==> config.mk <==
export PLATFORM = sky130hd
export DESIGN_NAME = icebreaker_io
export DESIGN_NICKNAME = d
export VERILOG_FILES = /design/src/wb_bus_pkg.sv /design/src/board_pins_pkg.sv /design/src/io_decode.sv /design/src/bitbang_uart.sv /design/src/led_bank.sv /design/src/icebreaker_io.sv
export VERILOG_INCLUDE_DIRS = /design/src /design/src/src
export SDC_FILE = /design/constraint.sdc
export NUM_CORES = 1
export LEC_CHECK = 0
export ABC_AREA = 1
export BUFFER_PORTS_ARGS = -buffer_cell sky130_fd_sc_hd__buf_4
export CORE_ASPECT_RATIO = 0.9
export CORE_MARGIN = 5
export CORE_UTILIZATION = 25
export DETAILED_ROUTE_END_ITERATION = 6
export GPL_TIMING_DRIVEN = 1
export PLACE_DENSITY = 0.88
export SYNTH_ARGS = -nofsm -noshare
export SYNTH_HDL_FRONTEND = slang
export SYNTH_SLANG_ARGS = --single-unit
==> constraint.sdc <==
create_clock -name CLK_I -period 0.8 [get_ports CLK_I]
set_input_delay 0.04 -clock CLK_I [delete_from_list [all_inputs] [get_ports CLK_I]]
set_output_delay 0.04 -clock CLK_I [all_outputs]
set_load 0.1 [all_outputs]
==> src/icebreaker_io_settings.svh <==
// Fixed iCEBreaker I/O map on a 32-bit bus; RX_SYNC_STAGES must be at least 2
`ifndef ICEBREAKER_IO_SETTINGS_SVH
`define ICEBREAKER_IO_SETTINGS_SVH

// I/O region, address bits 31 down to 27
`define IO_REGION_MSB 31
`define IO_REGION_LSB 27
// Pattern those bits must hold, 0x6000_0000 upward
`define IO_REGION 5'b01100

// One-hot slot bits inside the region
`define LED_SLOT_BIT 2
`define UART_SLOT_BIT 3

// Read word bit that carries the receive level
`define UART_RX_RDBIT 8

// Write data bit for the blue LED source
// Only taken together with byte select 3
`define BLUE_SRC_BIT 31

// Flops between the rx pin and the core clock domain
`define RX_SYNC_STAGES 2

`endif

==> src/wb_bus_pkg.sv <==
// Processor-side bus types; plain 32-bit strobe/ack bus, byte select on 8-bit lanes
package wb_bus_pkg;

   // Address width of the core
   localparam int BUS_AW = 32;

   // Data width of the core
   localparam int BUS_DW = 32;

   // One select bit per byte lane
   localparam int BUS_SW = BUS_DW / 8;

   // Full byte address
   // Only the region and slot bits are decoded here
   typedef logic [BUS_AW-1:0] bus_addr_t;

   // Read or write data word
   typedef logic [BUS_DW-1:0] bus_data_t;

   // Byte lane select
   // Bit 3 covers data bits 31 to 24
   typedef logic [BUS_SW-1:0] bus_sel_t;

endpackage

==> src/board_pins_pkg.sv <==
// Board-side types for the iCEBreaker; four LEDs, LED3 is the blue one
package board_pins_pkg;

   // Number of user LEDs on the board
   localparam int LED_COUNT = 4;

   // LED vector, bit 0 is LED1
   typedef logic [LED_COUNT-1:0] led_vec_t;

   // Position of each LED in the vector
   localparam int LED1_IDX = 0;
   localparam int LED2_IDX = 1;
   // Blue LED
   localparam int LED3_IDX = 2;
   localparam int LED4_IDX = 3;

   // Who drives the blue LED
   typedef logic led3_src_t;

   // CPU writes set LED3
   localparam led3_src_t LED3_SRC_CPU = 1'b0;
   // LED3 shows inverted rx activity
   localparam led3_src_t LED3_SRC_UART = 1'b1;

endpackage

==> src/io_decode.sv <==
// Combinational I/O decode; both slots may hit at once, unmatched accesses get no ack
`include "icebreaker_io_settings.svh"

module io_decode (
   // Bus strobe from the core
   input  logic                  stb,
   // Bus address
   input  wb_bus_pkg::bus_addr_t adr,
   // Peripheral acknowledges
   input  logic                  led_ack,
   input  logic                  uart_ack,
   // Synchronized receive level
   input  logic                  rx_level,
   // Peripheral strobes
   output logic                  led_stb,
   output logic                  uart_stb,
   // Merged acknowledge back to the core
   output logic                  ack,
   // Read word back to the core
   output wb_bus_pkg::bus_data_t dat_r
);

   // Access falls into the I/O region
   logic in_region;

   // Slot hits before the strobe is applied
   logic led_hit;
   logic uart_hit;

   // Region check on the top address bits
   assign in_region = (adr[`IO_REGION_MSB:`IO_REGION_LSB] == `IO_REGION);

   // One-hot slot bits
   // Both set means both peripherals take the access
   assign led_hit  = in_region & adr[`LED_SLOT_BIT];
   assign uart_hit = in_region & adr[`UART_SLOT_BIT];

   // Peripheral strobes
   assign led_stb  = stb & led_hit;
   assign uart_stb = stb & uart_hit;

   // Ack merge
   // No slot hit leaves ack low
   assign ack = led_ack | uart_ack;

   // Read word
   // Only the receive level is readable
   always_comb begin
      dat_r = '0;
      // Gated by the UART ack so a LED read returns zero
      dat_r[`UART_RX_RDBIT] = uart_ack & rx_level;
   end

   // Ack must come from a strobed peripheral
   // Checks the peripheral ack paths, not just the OR above
   always_comb begin
      assert final (stb || !ack)
         else $error("ack high while stb is low");
   end

   // Read word stays clear outside a UART access
   always_comb begin
      assert final (uart_ack || (dat_r == '0))
         else $error("dat_r not zero without uart_ack");
   end

endmodule

==> src/bitbang_uart.sv <==
// Bit-banged UART pins; software does all bit timing, tx idles high after reset
`include "icebreaker_io_settings.svh"

module bitbang_uart (
   input  logic CLK_I,
   input  logic arst_n,
   // Strobe from the decoder
   input  logic stb,
   // Write enable, level
   input  logic we,
   // Bit 0 of the write data
   input  logic tx_bit,
   // Receive pin, asynchronous to CLK_I
   input  logic rx,
   // Receive level in the clock domain
   output logic rx_level,
   // Combinational acknowledge
   output logic ack,
   // Transmit pin
   output logic tx
);

   // Receive synchronizer chain
   // Bit 0 is the first stage
   logic [`RX_SYNC_STAGES-1:0] rx_sync;

   // Write to the transmit pin this cycle
   logic tx_wr;

   assign tx_wr = stb & we;

   // Synchronizer, reset to the idle line level
   always_ff @(posedge CLK_I or negedge arst_n) begin
      if (!arst_n) begin
         rx_sync <= '1;
      end else begin
         rx_sync <= {rx_sync[`RX_SYNC_STAGES-2:0], rx};
      end
   end

   // Last stage is the usable level
   assign rx_level = rx_sync[`RX_SYNC_STAGES-1];

   // Transmit pin register
   // Held between writes, software shapes the frame
   always_ff @(posedge CLK_I or negedge arst_n) begin
      if (!arst_n) begin
         tx <= 1'b1;
      end else if (tx_wr) begin
         tx <= tx_bit;
      end
   end

   // No wait states
   assign ack = stb;

   // tx only moves on the edge that ends a write strobe
   a_tx_only_on_write : assert property (
      @(posedge CLK_I) disable iff (!arst_n)
      $changed(tx) |-> $past(tx_wr)
   ) else $error("tx changed without a write strobe");

endmodule

==> src/led_bank.sv <==
// Four board LEDs; blue LED source only changes with byte select 3 set, UART mode ignores writes
`include "icebreaker_io_settings.svh"

module led_bank (
   input  logic                   CLK_I,
   input  logic                   arst_n,
   // Strobe from the decoder
   input  logic                   stb,
   // Write enable, level
   input  logic                   we,
   // Byte select, lane 3 guards the source bit
   input  wb_bus_pkg::bus_sel_t   sel,
   // Write data
   input  wb_bus_pkg::bus_data_t  dat_w,
   // Synchronized receive level
   input  logic                   rx_level,
   // Combinational acknowledge
   output logic                   ack,
   // LED pins
   output board_pins_pkg::led_vec_t led
);

   // Write to this bank this cycle
   logic wr;

   // LED registers
   logic led1_q;
   logic led2_q;
   logic led3_q;
   logic led4_q;

   // Next value of the blue LED
   logic led3_d;

   // Blue LED source select
   board_pins_pkg::led3_src_t blue_src;

   assign wr = stb & we;

   // Plain LEDs and the source select
   always_ff @(posedge CLK_I or negedge arst_n) begin
      if (!arst_n) begin
         led1_q   <= 1'b0;
         led2_q   <= 1'b0;
         led4_q   <= 1'b0;
         blue_src <= board_pins_pkg::LED3_SRC_CPU;
      end else if (wr) begin
         led1_q <= dat_w[0];
         led2_q <= dat_w[1];
         led4_q <= dat_w[3];
         // Source bit lives in the top byte lane
         if (sel[3]) begin
            blue_src <= board_pins_pkg::led3_src_t'(dat_w[`BLUE_SRC_BIT]);
         end
      end
   end

   // Blue LED next value
   // UART mode mirrors rx activity, line idles high so LED is off
   always_comb begin
      led3_d = led3_q;
      if (blue_src == board_pins_pkg::LED3_SRC_UART) begin
         led3_d = ~rx_level;
      end else if (wr) begin
         led3_d = dat_w[2];
      end
   end

   // Blue LED register
   // One edge behind rx_level in UART mode
   always_ff @(posedge CLK_I or negedge arst_n) begin
      if (!arst_n) begin
         led3_q <= 1'b0;
      end else begin
         led3_q <= led3_d;
      end
   end

   // Pin order from the board package
   always_comb begin
      led = '0;
      led[board_pins_pkg::LED1_IDX] = led1_q;
      led[board_pins_pkg::LED2_IDX] = led2_q;
      led[board_pins_pkg::LED3_IDX] = led3_q;
      led[board_pins_pkg::LED4_IDX] = led4_q;
   end

   // No wait states
   assign ack = stb;

   // Write data never reaches LED3 while the UART owns it
   // Source is sampled before a same-cycle switch back to CPU
   a_led3_ignores_write : assert property (
      @(posedge CLK_I) disable iff (!arst_n)
      (wr && (blue_src == board_pins_pkg::LED3_SRC_UART))
         |=> (led[board_pins_pkg::LED3_IDX] == ~$past(rx_level))
   ) else $error("LED3 took write data in UART mode");

endmodule

==> src/icebreaker_io.sv <==
// iCEBreaker I/O block top; single-cycle strobe, same-cycle ack, no wait states
module icebreaker_io (
   input  logic                     CLK_I,
   input  logic                     arst_n,
   // Bus side, driven by the core
   input  logic                     stb,
   input  logic                     we,
   input  wb_bus_pkg::bus_addr_t    adr,
   input  wb_bus_pkg::bus_data_t    dat_w,
   input  wb_bus_pkg::bus_sel_t     sel,
   output logic                     ack,
   output wb_bus_pkg::bus_data_t    dat_r,
   // Board side
   input  logic                     rx,
   output logic                     tx,
   output board_pins_pkg::led_vec_t led
);

   // Peripheral strobes from the decoder
   logic led_stb;
   logic uart_stb;

   // Peripheral acknowledges
   logic led_ack;
   logic uart_ack;

   // Synchronized receive level, shared by read path and LED bank
   logic rx_level;

   // Address decode and read mux
   io_decode u_decode (
      .stb      (stb),
      .adr      (adr),
      .led_ack  (led_ack),
      .uart_ack (uart_ack),
      .rx_level (rx_level),
      .led_stb  (led_stb),
      .uart_stb (uart_stb),
      .ack      (ack),
      .dat_r    (dat_r)
   );

   // UART pins, only data bit 0 is used
   bitbang_uart u_uart (
      .CLK_I    (CLK_I),
      .arst_n   (arst_n),
      .stb      (uart_stb),
      .we       (we),
      .tx_bit   (dat_w[0]),
      .rx       (rx),
      .rx_level (rx_level),
      .ack      (uart_ack),
      .tx       (tx)
   );

   // LED registers
   led_bank u_leds (
      .CLK_I    (CLK_I),
      .arst_n   (arst_n),
      .stb      (led_stb),
      .we       (we),
      .sel      (sel),
      .dat_w    (dat_w),
      .rx_level (rx_level),
      .ack      (led_ack),
      .led      (led)
   );

endmodule

==> impl_metrics.csv, run 1 <==
group,metric,value,unit
outcome,status,"complete, but fails checks",
outcome,violations,"negative setup slack",
global_route,gr-usage-all-layers,6.36,%
die,fp.dieArea,0.00386,mm^2
detailed_routing,postRouteAntennaNets,0,
detailed_routing,drtIter0Drc,0,
min_path,hold_depth,3,
sta,setup_viol,8,
worst_setup_path,critPathCapture,"dat_r[8]",
sta,fmax,823,MHz
global_route,grt_pass1_wl,1860,um
clocking,clock-sinks,8,
detailed_routing,wl_per_cell,9.42,um
worst_setup_path,timing.rr.start,"u_leds.led3_q$_DFFE_PN0P_",
global_route,grt_max_degree,9,
pwr,clkPwrFrac,15.0,%
worst_setup_path,critical_path_class,"register to output port",
logic_synthesis,synth-seq-cells,8,
pwr,power_per_cell_area,2310,mW/mm^2
flow_run,maxCapViolations,0,
detailed_routing,num_vias,540,
clocking,clk_latency,0.26,ns
clocking,htree_levels,1,
placement,hpwlAfterDp,1230,um
min_path,hp-class,"primary input to register",
cells_and_area,syn2layout_area_growth,42.9,%
sta,finalClockSkew,0.00864,ns
die,design.core.area,0.00268,mm^2
clocking,cts_buffers,3,
placement,io_buffer_count,24,
pwr,p_switching,1.27,mW
worst_setup_path,r2r_cells,5,
worst_setup_path,r2r_slack,-0.03,ns
pwr,vdd_drop_max,747,uV
sta,hold_violations,0,
sta,worst_slack,-0.415,ns
worst_setup_path,crit_arrival,1.17,ns
clocking,clockBufferDepth,2,
sta,final.period_utilization,152,%
die,die_y,59.5,um
pwr,p_int,969,uW
pwr,power.leakage,0.509,nW
cells_and_area,layout-drive-gt1-share,44.0,%
placement,gp_congestion,0.777,
cells_and_area,diodes,0,
sta,whs,0.0158,ns
detailed_routing,viasPerCell,3.70,
detailed_routing,routed_wl,1380,um
logic_synthesis,synth_warnings,0,
global_route,grt_pass1_vias,465,
clocking,cts_tree,"done",
logic_synthesis,netlist_area,679,um^2
worst_setup_path,worstPathCellList,"inv_2, nor3_4, buf_12",
cells_and_area,final_area,971,um^2
cells_and_area,final_util,36.2,%
sta,rsz0062_at_grt,"true",
die,rows,18,
global_route,overflow,0,
worst_setup_path,cpPeakStageDelay,0.53,ns
logic_synthesis,syn_inst,86,
worst_setup_path,end_kind,"output port",
worst_setup_path,rr_endpoint,"u_leds.led3_q$_DFFE_PN0P_",
die,die_w,65.0,um
logic_synthesis,avgSynthCellArea,7.90,um^2
detailed_routing,drc_errors,0,
die,io_pins,111,
worst_setup_path,crit_path_start_kind,"register",
detailed_routing,firstDrtPassIters,1,
clocking,cts_root_buf,"clkbuf_4",
worst_setup_path,crit_start,"u_uart.rx_sync[1]$_DFF_PN1_",
clocking,clkTransAtPathRegs,0.06,ns
pwr,finalPower,2.24,mW
logic_synthesis,seq_area_frac_synth,30.0,%
sta,drv_slew,0,
worst_setup_path,cp_slowest_cell,"dfstp_2",
cells_and_area,fin_nets,190,
logic_synthesis,yosysUniqueCellTypes,18,
pwr,p_comb_share,62.1,%
pwr,sw_frac_of_total,56.7,%
sta,finalSetupTns,-1.07,ns
placement,place_area,806,um^2
global_route,antenna_found_initial,0,
sta,min_period,1.21,ns
pwr,seqPwrFrac,23.0,%
worst_setup_path,crit_fanout,2,
die,start_util,25.4,%
worst_setup_path,worstPathRequired,0.76,ns
## what timing repair did
action | CTS | global route
setup buffers | 2 | 1
endpoints found under the hold margin | 9 | 0
setup endpoints to repair | 8 | 9
resized for setup | 22 | 3
pin swaps | 1 | 0
hold buffers | 2 | 0
## cell families after synthesis
| logic type | Yosys count | share of synthesized area, % |
|---|---|---|
| buffers and inverters | 44 | 43.6 |
| AOI/OAI and AO/OA | 3 | 2.21 |
| and+or+nand+nor | 30 | 23.6 |
| DFF | 8 | 30.0 |
| other | 1 | 0.552 |
## power groups by stage
stage	Clock, mW	Sequential [mW]	Combinational (mW)
2_1_floorplan	0	0.520	1.18
3_3_place_gp	0	0.491	1.20
3_5_place_dp	0	0.498	1.20
4_1_cts	0.345	0.516	1.38
5_1_grt	0.369	0.522	1.44
6_report	0.335	0.515	1.39
## routing by layer
layer  track usage [%]  routed length [um]  up-vias  share of wire (%)
li1                  -                   -      261                  -
met1              7.26                 474      239                 34
met2              9.77                 675       34                 49
met3              1.90                 150        6                 11
met4              5.42                  74        0                5.4
met5                 0                   0        -                  0
## through the flow
step | cells | setup slack (ns)
after CTS | 145 | -0.421
after floorplan | 116 | -0.522
after global routing | 146 | -0.443
after global placement | 137 | -0.179
final | 146 | -0.415
after detailed placement | 137 | -0.196
## cell type report
cell class | instances | area [um^2]
Timing Repair Buffer | 31 | 329
Inverter | 9 | 33.8
Multi-Input combinational cell | 64 | 337
Tap cell | 30 | 37.5
Sequential cell | 8 | 208
Fill cell | 291 | 1710
Clock buffer | 4 | 26.3
## worst min path at each step
stage,start,to,slack [ns]
after floorplan,arst_n,u_leds.blue_src$_DFFE_PN0P_,-0.26
after detailed placement,arst_n,u_leds.led3_q$_DFFE_PN0P_,-0.14
after global routing,dat_w[0],u_uart.tx$_DFFE_PN1P_,0.03
final,dat_w[0],u_uart.tx$_DFFE_PN1P_,0.02
after global placement,arst_n,u_leds.led1_q$_DFFE_PN0P_,-0.14
after CTS,dat_w[0],u_uart.tx$_DFFE_PN1P_,0.02
## registers in the layout, summed over array words and instances, names as in the netlist
signal,count
u_uart.rx_sync,2
u_leds.blue_src,1
u_leds.led1_q,1
u_leds.led2_q,1
u_leds.led3_q,1
u_leds.led4_q,1
u_uart.tx,1
## synthesized netlist by cell type
library cell   n  area share [%]
buf_4         35              39
nand2_1       13             7.2
inv_1          8             4.4
dfrtp_1        5              18
dfstp_2        3              12
nand3_1        3             2.2
nand3_2        3             4.4
nand4_1        3             2.8
nor2_1         3             1.7
o21ai_1        2             1.5
a21oi_1        1            0.74
conb_1         1            0.55
inv_2          1            0.55
nand2_2        1            0.92
nand3b_1       1             1.1
nor2_2         1            0.92
nor2_4         1             1.7
nor3_1         1            0.74
## critical path: cells and delay by family, from the launching register on
kind,cells,cell delay [ns]
buffers and inverters,2,0.24
flip-flops,1,0.53
AND/OR/NAND/NOR,1,0.14
## cells in the final DEF, fill, tap and decap left out, drive strengths merged
| cell | netlist | final |
|---|---|---|
| conb | 1 | 31 |
| buf | 35 | 29 |
| nand2 | 14 | 14 |
| inv | 9 | 9 |
| nand3 | 6 | 6 |
| dfrtp | 5 | 5 |
| nor2 | 5 | 5 |
| clkbuf | 0 | 4 |
| nand4 | 3 | 3 |
| dfstp | 3 | 3 |
| o21ai | 2 | 2 |
| dlygate4sd3 | 0 | 2 |
| a21oi | 1 | 1 |
| nor3 | 1 | 1 |
| nand3b | 1 | 1 |
Note: power is estimated with default switching activity, not from simulation.
==> run 2: changes to the inputs <==
--- a/config.mk
+++ b/config.mk
@@ -6,11 +6,11 @@
 export SDC_FILE = /design/constraint.sdc
 export NUM_CORES = 1
 export LEC_CHECK = 0
-export ABC_AREA = 1
 export BUFFER_PORTS_ARGS = -buffer_cell sky130_fd_sc_hd__buf_4
 export CORE_ASPECT_RATIO = 0.9
 export CORE_MARGIN = 5
-export CORE_UTILIZATION = 25
+export CORE_UTILIZATION = 24
+export CTS_CLUSTER_DIAMETER = 150
 export DETAILED_ROUTE_END_ITERATION = 6
 export GPL_TIMING_DRIVEN = 1
 export PLACE_DENSITY = 0.88
==> run 2 against run 1 <==
  * The flow still finishes with violations (negative setup slack)
  * Cell count fell by 18%
  * Flip-flop and latch count did not move
  * Critical endpoint unchanged
  * Fmax rose by 1.7%
  * Highest routed layer is now met3
  * Critical path type unchanged
  * Register-to-register slack got worse by 0.24 ns
  * Largest cell class is now buffers
  * Hold slack improved by 0.012 ns
  * Clock skew rose by 0.0023 ns
  * Largest power group unchanged
==> impl_metrics.csv, run 2 <==
group,metric,value,unit
outcome,status,"complete, but fails checks",
outcome,violations,"negative setup slack",
worst_setup_path,cp_slowest_cell,"dfstp_2",
logic_synthesis,synth.most_common_cell,"buf_4",
die,io_pins,111,
sta,fmax,838,MHz
logic_synthesis,netlist_area,637,um^2
global_route,overflow,0,
worst_setup_path,end_kind,"output port",
cells_and_area,fin_nets,166,
logic_synthesis,synth.top_cell.area_share,41.3,%
detailed_routing,drc_errors,0,
clocking,htree_levels,1,
pwr,vdd_drop_max,1260,uV
logic_synthesis,synth_top_area_cell,"buf_4",
cells_and_area,syn2layout_area_growth,44.6,%
min_path,hp-class,"primary input to register",
logic_synthesis,synth-edff-count,0,
clocking,cts_root_buf,"clkbuf_4",
global_route,gr-usage-all-layers,6.04,%
detailed_routing,viasPerCell,3.44,
global_route,grt_pass1_vias,390,
global_route,antenna_found_initial,0,
detailed_routing,drtIter0Drc,8,
global_route,top_usage_layer,"met2",
global_route,grt_pass1_wl,1740,um
die,fp.dieArea,0.00379,mm^2
cells_and_area,layout-drive-gt1-share,50.0,%
detailed_routing,firstDrtPassIters,3,
clocking,clock-sinks,8,
sta,rsz0062_at_grt,"true",
clocking,clkTransAtPathRegs,0.06,ns
sta,final.period_utilization,149,%
cells_and_area,top_register,"u_uart.rx_sync",
logic_synthesis,synth_area_leaders,"buf_4 (41%), dfrtp_1 (20%), dfstp_2 (12%)",
min_path,hold_depth,2,
detailed_routing,routed_wl,1300,um
worst_setup_path,cpPeakStageDelay,0.55,ns
logic_synthesis,seq_area_frac_synth,32.0,%
cells_and_area,final_common_cell,"conb_1",
die,die_w,64.3,um
worst_setup_path,worstPathCellList,"and3_4, buf_12",
die,rows,17,
sta,min_period,1.19,ns
logic_synthesis,avgSynthCellArea,10.3,um^2
pwr,power_per_cell_area,2330,mW/mm^2
worst_setup_path,critical_path_class,"register to output port",
global_route,globalRouteMet3Util,4.39,%
global_route,grt.met2_usage,9.94,%
cells_and_area,diodes,0,
detailed_routing,num_vias,413,
logic_synthesis,synth_warnings,0,
logic_synthesis,yosysUniqueCellTypes,17,
cells_and_area,mostFrequentLayoutCells,"conb_1 (31), buf_4 (18), buf_12 (7)",
sta,finalSetupTns,-1.63,ns
flow_run,maxCapViolations,0,
global_route,grt_max_degree,9,
sta,hold_violations,0,
worst_setup_path,r2r_cells,5,
clocking,clk_latency,0.25,ns
logic_synthesis,synthArstFlopShare,100,%
detailed_routing,wl_per_cell,10.8,um
detailed_routing,postRouteAntennaNets,0,
die,design.core.area,0.00249,mm^2
placement,io_buffer_count,24,
logic_synthesis,synth-seq-cells,8,
logic_synthesis,ys.flop_type,"dfrtp_1",
sta,finalClockSkew,0.0109,ns
pwr,power.leakage,0.470,nW
pwr,finalPower,2.14,mW
worst_setup_path,worstPathRequired,0.76,ns
worst_setup_path,crit_path_start_kind,"register",
global_route,met1_usage,6.07,%
clocking,cts_buffers,3,
placement,gp_congestion,0.680,
placement,hpwlAfterDp,1100,um
die,die_y,58.9,um
worst_setup_path,crit_fanout,2,
cells_and_area,largest_reg_flops,2,
worst_setup_path,crit_arrival,1.15,ns
die,start_util,25.6,%
sta,worst_slack,-0.394,ns
logic_synthesis,syn_inst,62,
sta,drv_slew,0,
logic_synthesis,synthTopCellsByCount,"buf_4 (35), dfrtp_1 (5), mux2_2 (4), dfstp_2 (3)",
clocking,clockBufferDepth,2,
placement,place_ws,-0.369,ns
sta,setup_viol,13,
clocking,cts_tree,"done",
run 2: worst paths after layout:
check	slack, ns	from	to
setup / recovery	-0.39	u_uart.rx_sync[1]$_DFF_PN1_	dat_r[8]
hold / removal	0.03	dat_w[1]	u_leds.led2_q$_DFFE_PN0P_
setup reg to reg	-0.27	u_uart.rx_sync[1]$_DFF_PN1_	u_leds.led3_q$_DFFE_PN0P_
hold reg to reg	0.34	u_uart.rx_sync[0]$_DFF_PN1_	u_uart.rx_sync[1]$_DFF_PN1_
max in group asynchronous	0.45	arst_n	u_uart.rx_sync[0]$_DFF_PN1_
min in group asynchronous	0.13	arst_n	u_leds.blue_src$_DFFE_PN0P_
run 2: area by class of cell:
type                            count  area [um^2]
Clock buffer                        4         26.3
Fill cell                         265         1570
Inverter                            1         3.75
Multi-Input combinational cell     48          309
Sequential cell                     8          208
Tap cell                           28         35.0
Timing Repair Buffer               31          339
run 2: what timing repair did:
item / in CTS / in global routing
pin swaps: 3 / 2
gates cloned: 0 / 0
buffers inserted: 2 / 2
resized for setup: 23 / 4
setup endpoints to repair: 13 / 13
endpoints found under the hold margin: 9 / 1
hold buffers: 2 / 1
run 2: logic make-up after synthesis:
group	Yosys count	synth area share [%]
compound gates	3	2.75
buf+inv	36	41.8
mux	6	10.4
simple gates	8	12.4
other cells	1	0.589
flops	8	32.0
run 2: per-layer routing:
layer / up-vias / wire length (um)
li1: 195 / -
met1: 192 / 430
met2: 26 / 664
met3: 0 / 202
met4: 0 / 0
met5: - / 0
run 2: where the power goes:
| group | total (mW) | switching, mW | leakage [nW] | internal [mW] |
|---|---|---|---|---|
| clock | 0.326 | 0.136 | 0.0150 | 0.191 |
| sequential | 0.515 | 0.0521 | 0.0989 | 0.463 |
| combinational | 1.30 | 1.02 | 0.356 | 0.282 |
| total | 2.14 | 1.21 | 0.470 | 0.936 |
run 2: worst max-delay path: cells and delay by family (launching register included):
family / cells / cell delay [ns]
flops: 1 / 0.55
simple gates: 1 / 0.18
buf+inv: 1 / 0.17
run 2: stage by stage:
step	util, %	cell area, um^2	cells	hold WS (ns)
CTS	35.6	886	118	0.00569
detailed placement	29.8	741	111	-0.136
finish	37.0	921	120	0.0281
global route	37.0	921	120	0.00754
global placement	29.8	741	111	-0.138
floorplan	-	773	92	-0.256
==> run 3: changes to the inputs <==
--- a/config.mk
+++ b/config.mk
@@ -10,6 +10,7 @@
 export CORE_ASPECT_RATIO = 0.9
 export CORE_MARGIN = 5
 export CORE_UTILIZATION = 24
+export CTS_BUF_LIST = sky130_fd_sc_hd__clkbuf_8 sky130_fd_sc_hd__clkbuf_16
 export CTS_CLUSTER_DIAMETER = 150
 export DETAILED_ROUTE_END_ITERATION = 6
 export GPL_TIMING_DRIVEN = 1
==> run 3 against run 2 <==
  * The run still ends with negative setup slack left
  * Flip-flop and latch count is the same
  * First-iteration DRC count shrank 88%
  * Worst setup slack gained 0.037 ns
  * Cell count shrank 0.83%
  * Combinational power is essentially flat
  * Design area grew 1.5%
  * Sequential power is essentially flat
  * Critical path depth is the same
  * Non-clock buffer count shrank 1
  * Largest power group unchanged
==> impl_metrics.csv, run 3 (synthesis gave the netlist of run 2 again) <==
group,metric,value,unit
outcome,status,"complete, but fails checks",
outcome,violations,"negative setup slack",
detailed_routing,drtIter0Drc,1,
cells_and_area,fillCellCount,261,
worst_setup_path,crit_buf_inv,1,
placement,hpwlAfterDp,1100,um
sta,final.period_utilization,145,%
worst_setup_path,crit_fanout,2,
flow_run,maxCapViolations,0,
global_route,antenna_found_initial,0,
global_route,gr-usage-all-layers,6.63,%
cells_and_area,syn2layout_area_growth,46.8,%
worst_setup_path,rr_endpoint,"u_leds.led3_q$_DFFE_PN0P_",
placement,place_ws,-0.369,ns
detailed_routing,drc_errors,0,
placement,place_inst,111,
clocking,htree_levels,1,
worst_setup_path,end_kind,"output port",
worst_setup_path,critical_path_class,"register to output port",
sta,rsz0062_at_grt,"true",
cells_and_area,fin_nets,165,
worst_setup_path,crit_family,"flip-flops",
global_route,grt_pass1_wl,1880,um
cells_and_area,largest_reg_flops,2,
worst_setup_path,cpPeakStageDelay,0.54,ns
cells_and_area,final_area,935,um^2
clocking,clockBufferDepth,2,
sta,min_period,1.16,ns
die,fp.dieArea,0.00379,mm^2
sta,worst_slack,-0.356,ns
cells_and_area,layout-drive-gt1-share,51.6,%
sta,hold_violations,0,
cells_and_area,final_common_cell,"conb_1",
cells_and_area,final_util,37.6,%
die,start_util,25.6,%
die,io_pins,111,
placement,gp_congestion,0.680,
cells_and_area,regArea,208,um^2
placement,io_buffer_count,24,
worst_setup_path,cp_slowest_cell,"dfstp_2",
placement,place_area,741,um^2
worst_setup_path,crit_start,"u_uart.rx_sync[1]$_DFF_PN1_",
pwr,vdd_drop_max,1440,uV
min_path,hp-start,"dat_w[1]",
cells_and_area,fin_cells,119,
global_route,overflow,0,
cells_and_area,multiInputGateArea,314,um^2
worst_setup_path,crit_arrival,1.12,ns
clocking,clkTransAtPathRegs,0.04,ns
detailed_routing,routed_wl,1400,um
sta,finalClockSkew,0.00829,ns
sta,drv_slew,0,
sta,setup_viol,13,
min_path,hold_depth,2,
worst_setup_path,timing.rr.start,"u_uart.rx_sync[1]$_DFF_PN1_",
detailed_routing,viasPerCell,3.57,
worst_setup_path,worstPathCellList,"and3_4, buf_12",
worst_setup_path,worstPathRequired,0.76,ns
worst_setup_path,crit_path_start_kind,"register",
detailed_routing,postRouteAntennaNets,0,
pwr,power.leakage,0.478,nW
detailed_routing,num_vias,425,
cells_and_area,mostFrequentLayoutCells,"conb_1 (31), buf_4 (18), buf_12 (7)",
min_path,hp-class,"primary input to register",
die,rows,17,
cells_and_area,diodes,0,
die,design.core.area,0.00249,mm^2
global_route,grt_max_degree,9,
die,die_w,64.3,um
clocking,cts_buffers,3,
cells_and_area,top_register,"u_uart.rx_sync",
detailed_routing,wl_per_cell,11.8,um
worst_setup_path,r2r_cells,5,
global_route,grt_pass1_vias,397,
detailed_routing,firstDrtPassIters,3,
die,die_y,58.9,um
worst_setup_path,r2r_slack,-0.27,ns
clocking,cts_root_buf,"clkbuf_8",
clocking,cts_tree,"done",
sta,fmax,865,MHz
min_path,holdPathEnd,"u_leds.led2_q$_DFFE_PN0P_",
clocking,clk_latency,0.23,ns
sta,finalSetupTns,-1.64,ns
clocking,clock-sinks,8,
pwr,power_per_cell_area,2460,mW/mm^2
-- run 3: repair_timing --
| action | CTS | global route |
|---|---|---|
| gates cloned | 0 | 0 |
| buffers inserted | 2 | 2 |
| resized for setup | 23 | 5 |
| setup endpoints to repair | 13 | 13 |
| hold buffers | 2 | 0 |
| endpoints found under the hold margin | 9 | 0 |
| pin swaps | 3 | 3 |
-- run 3: worst max-delay path by stage --
stage / to / depth (start not counted)
floorplan: dat_r[8] / 3
global placement: u_leds.blue_src$_DFFE_PN0P_ / 5
detailed placement: u_leds.blue_src$_DFFE_PN0P_ / 5
CTS: dat_r[8] / 2
global route: dat_r[8] / 2
finish: dat_r[8] / 2
-- run 3: area by class of cell --
type                       instances  area share (%)
clock buffer                       3            4.42
clock inverter                     1           0.402
sequential                         8            22.2
timing repair buffer              30            35.2
multi-input combinational         48            33.6
tap                               28            3.75
inverter                           1           0.402
-- run 3: metrics by stage --
stage | hold slack, ns | power, mW
3_3_place_gp | -0.138 | 1.65
4_1_cts | 0.0421 | 2.26
6_report | 0.0526 | 2.30
2_1_floorplan | -0.256 | 1.66
5_1_grt | 0.0419 | 2.38
3_5_place_dp | -0.136 | 1.66
-- run 3: routing by layer --
| metal | routed length [um] | GRT usage, % | part of all wire [%] | vias up |
|---|---|---|---|---|
| met3 | 194 | 4.77 | 14 | 0 |
| li1 | - | - | - | 193 |
| met5 | 0 | 0 | 0 | - |
| met4 | 0 | 1.74 | 0 | 0 |
| met1 | 429 | 6.30 | 31 | 202 |
| met2 | 776 | 11.5 | 55 | 30 |
-- run 3: power breakdown --
| group | switching [mW] | total [mW] | internal [mW] |
|---|---|---|---|
| registers | 0.0518 | 0.517 | 0.465 |
| logic | 1.02 | 1.30 | 0.280 |
| clock network | 0.152 | 0.484 | 0.332 |
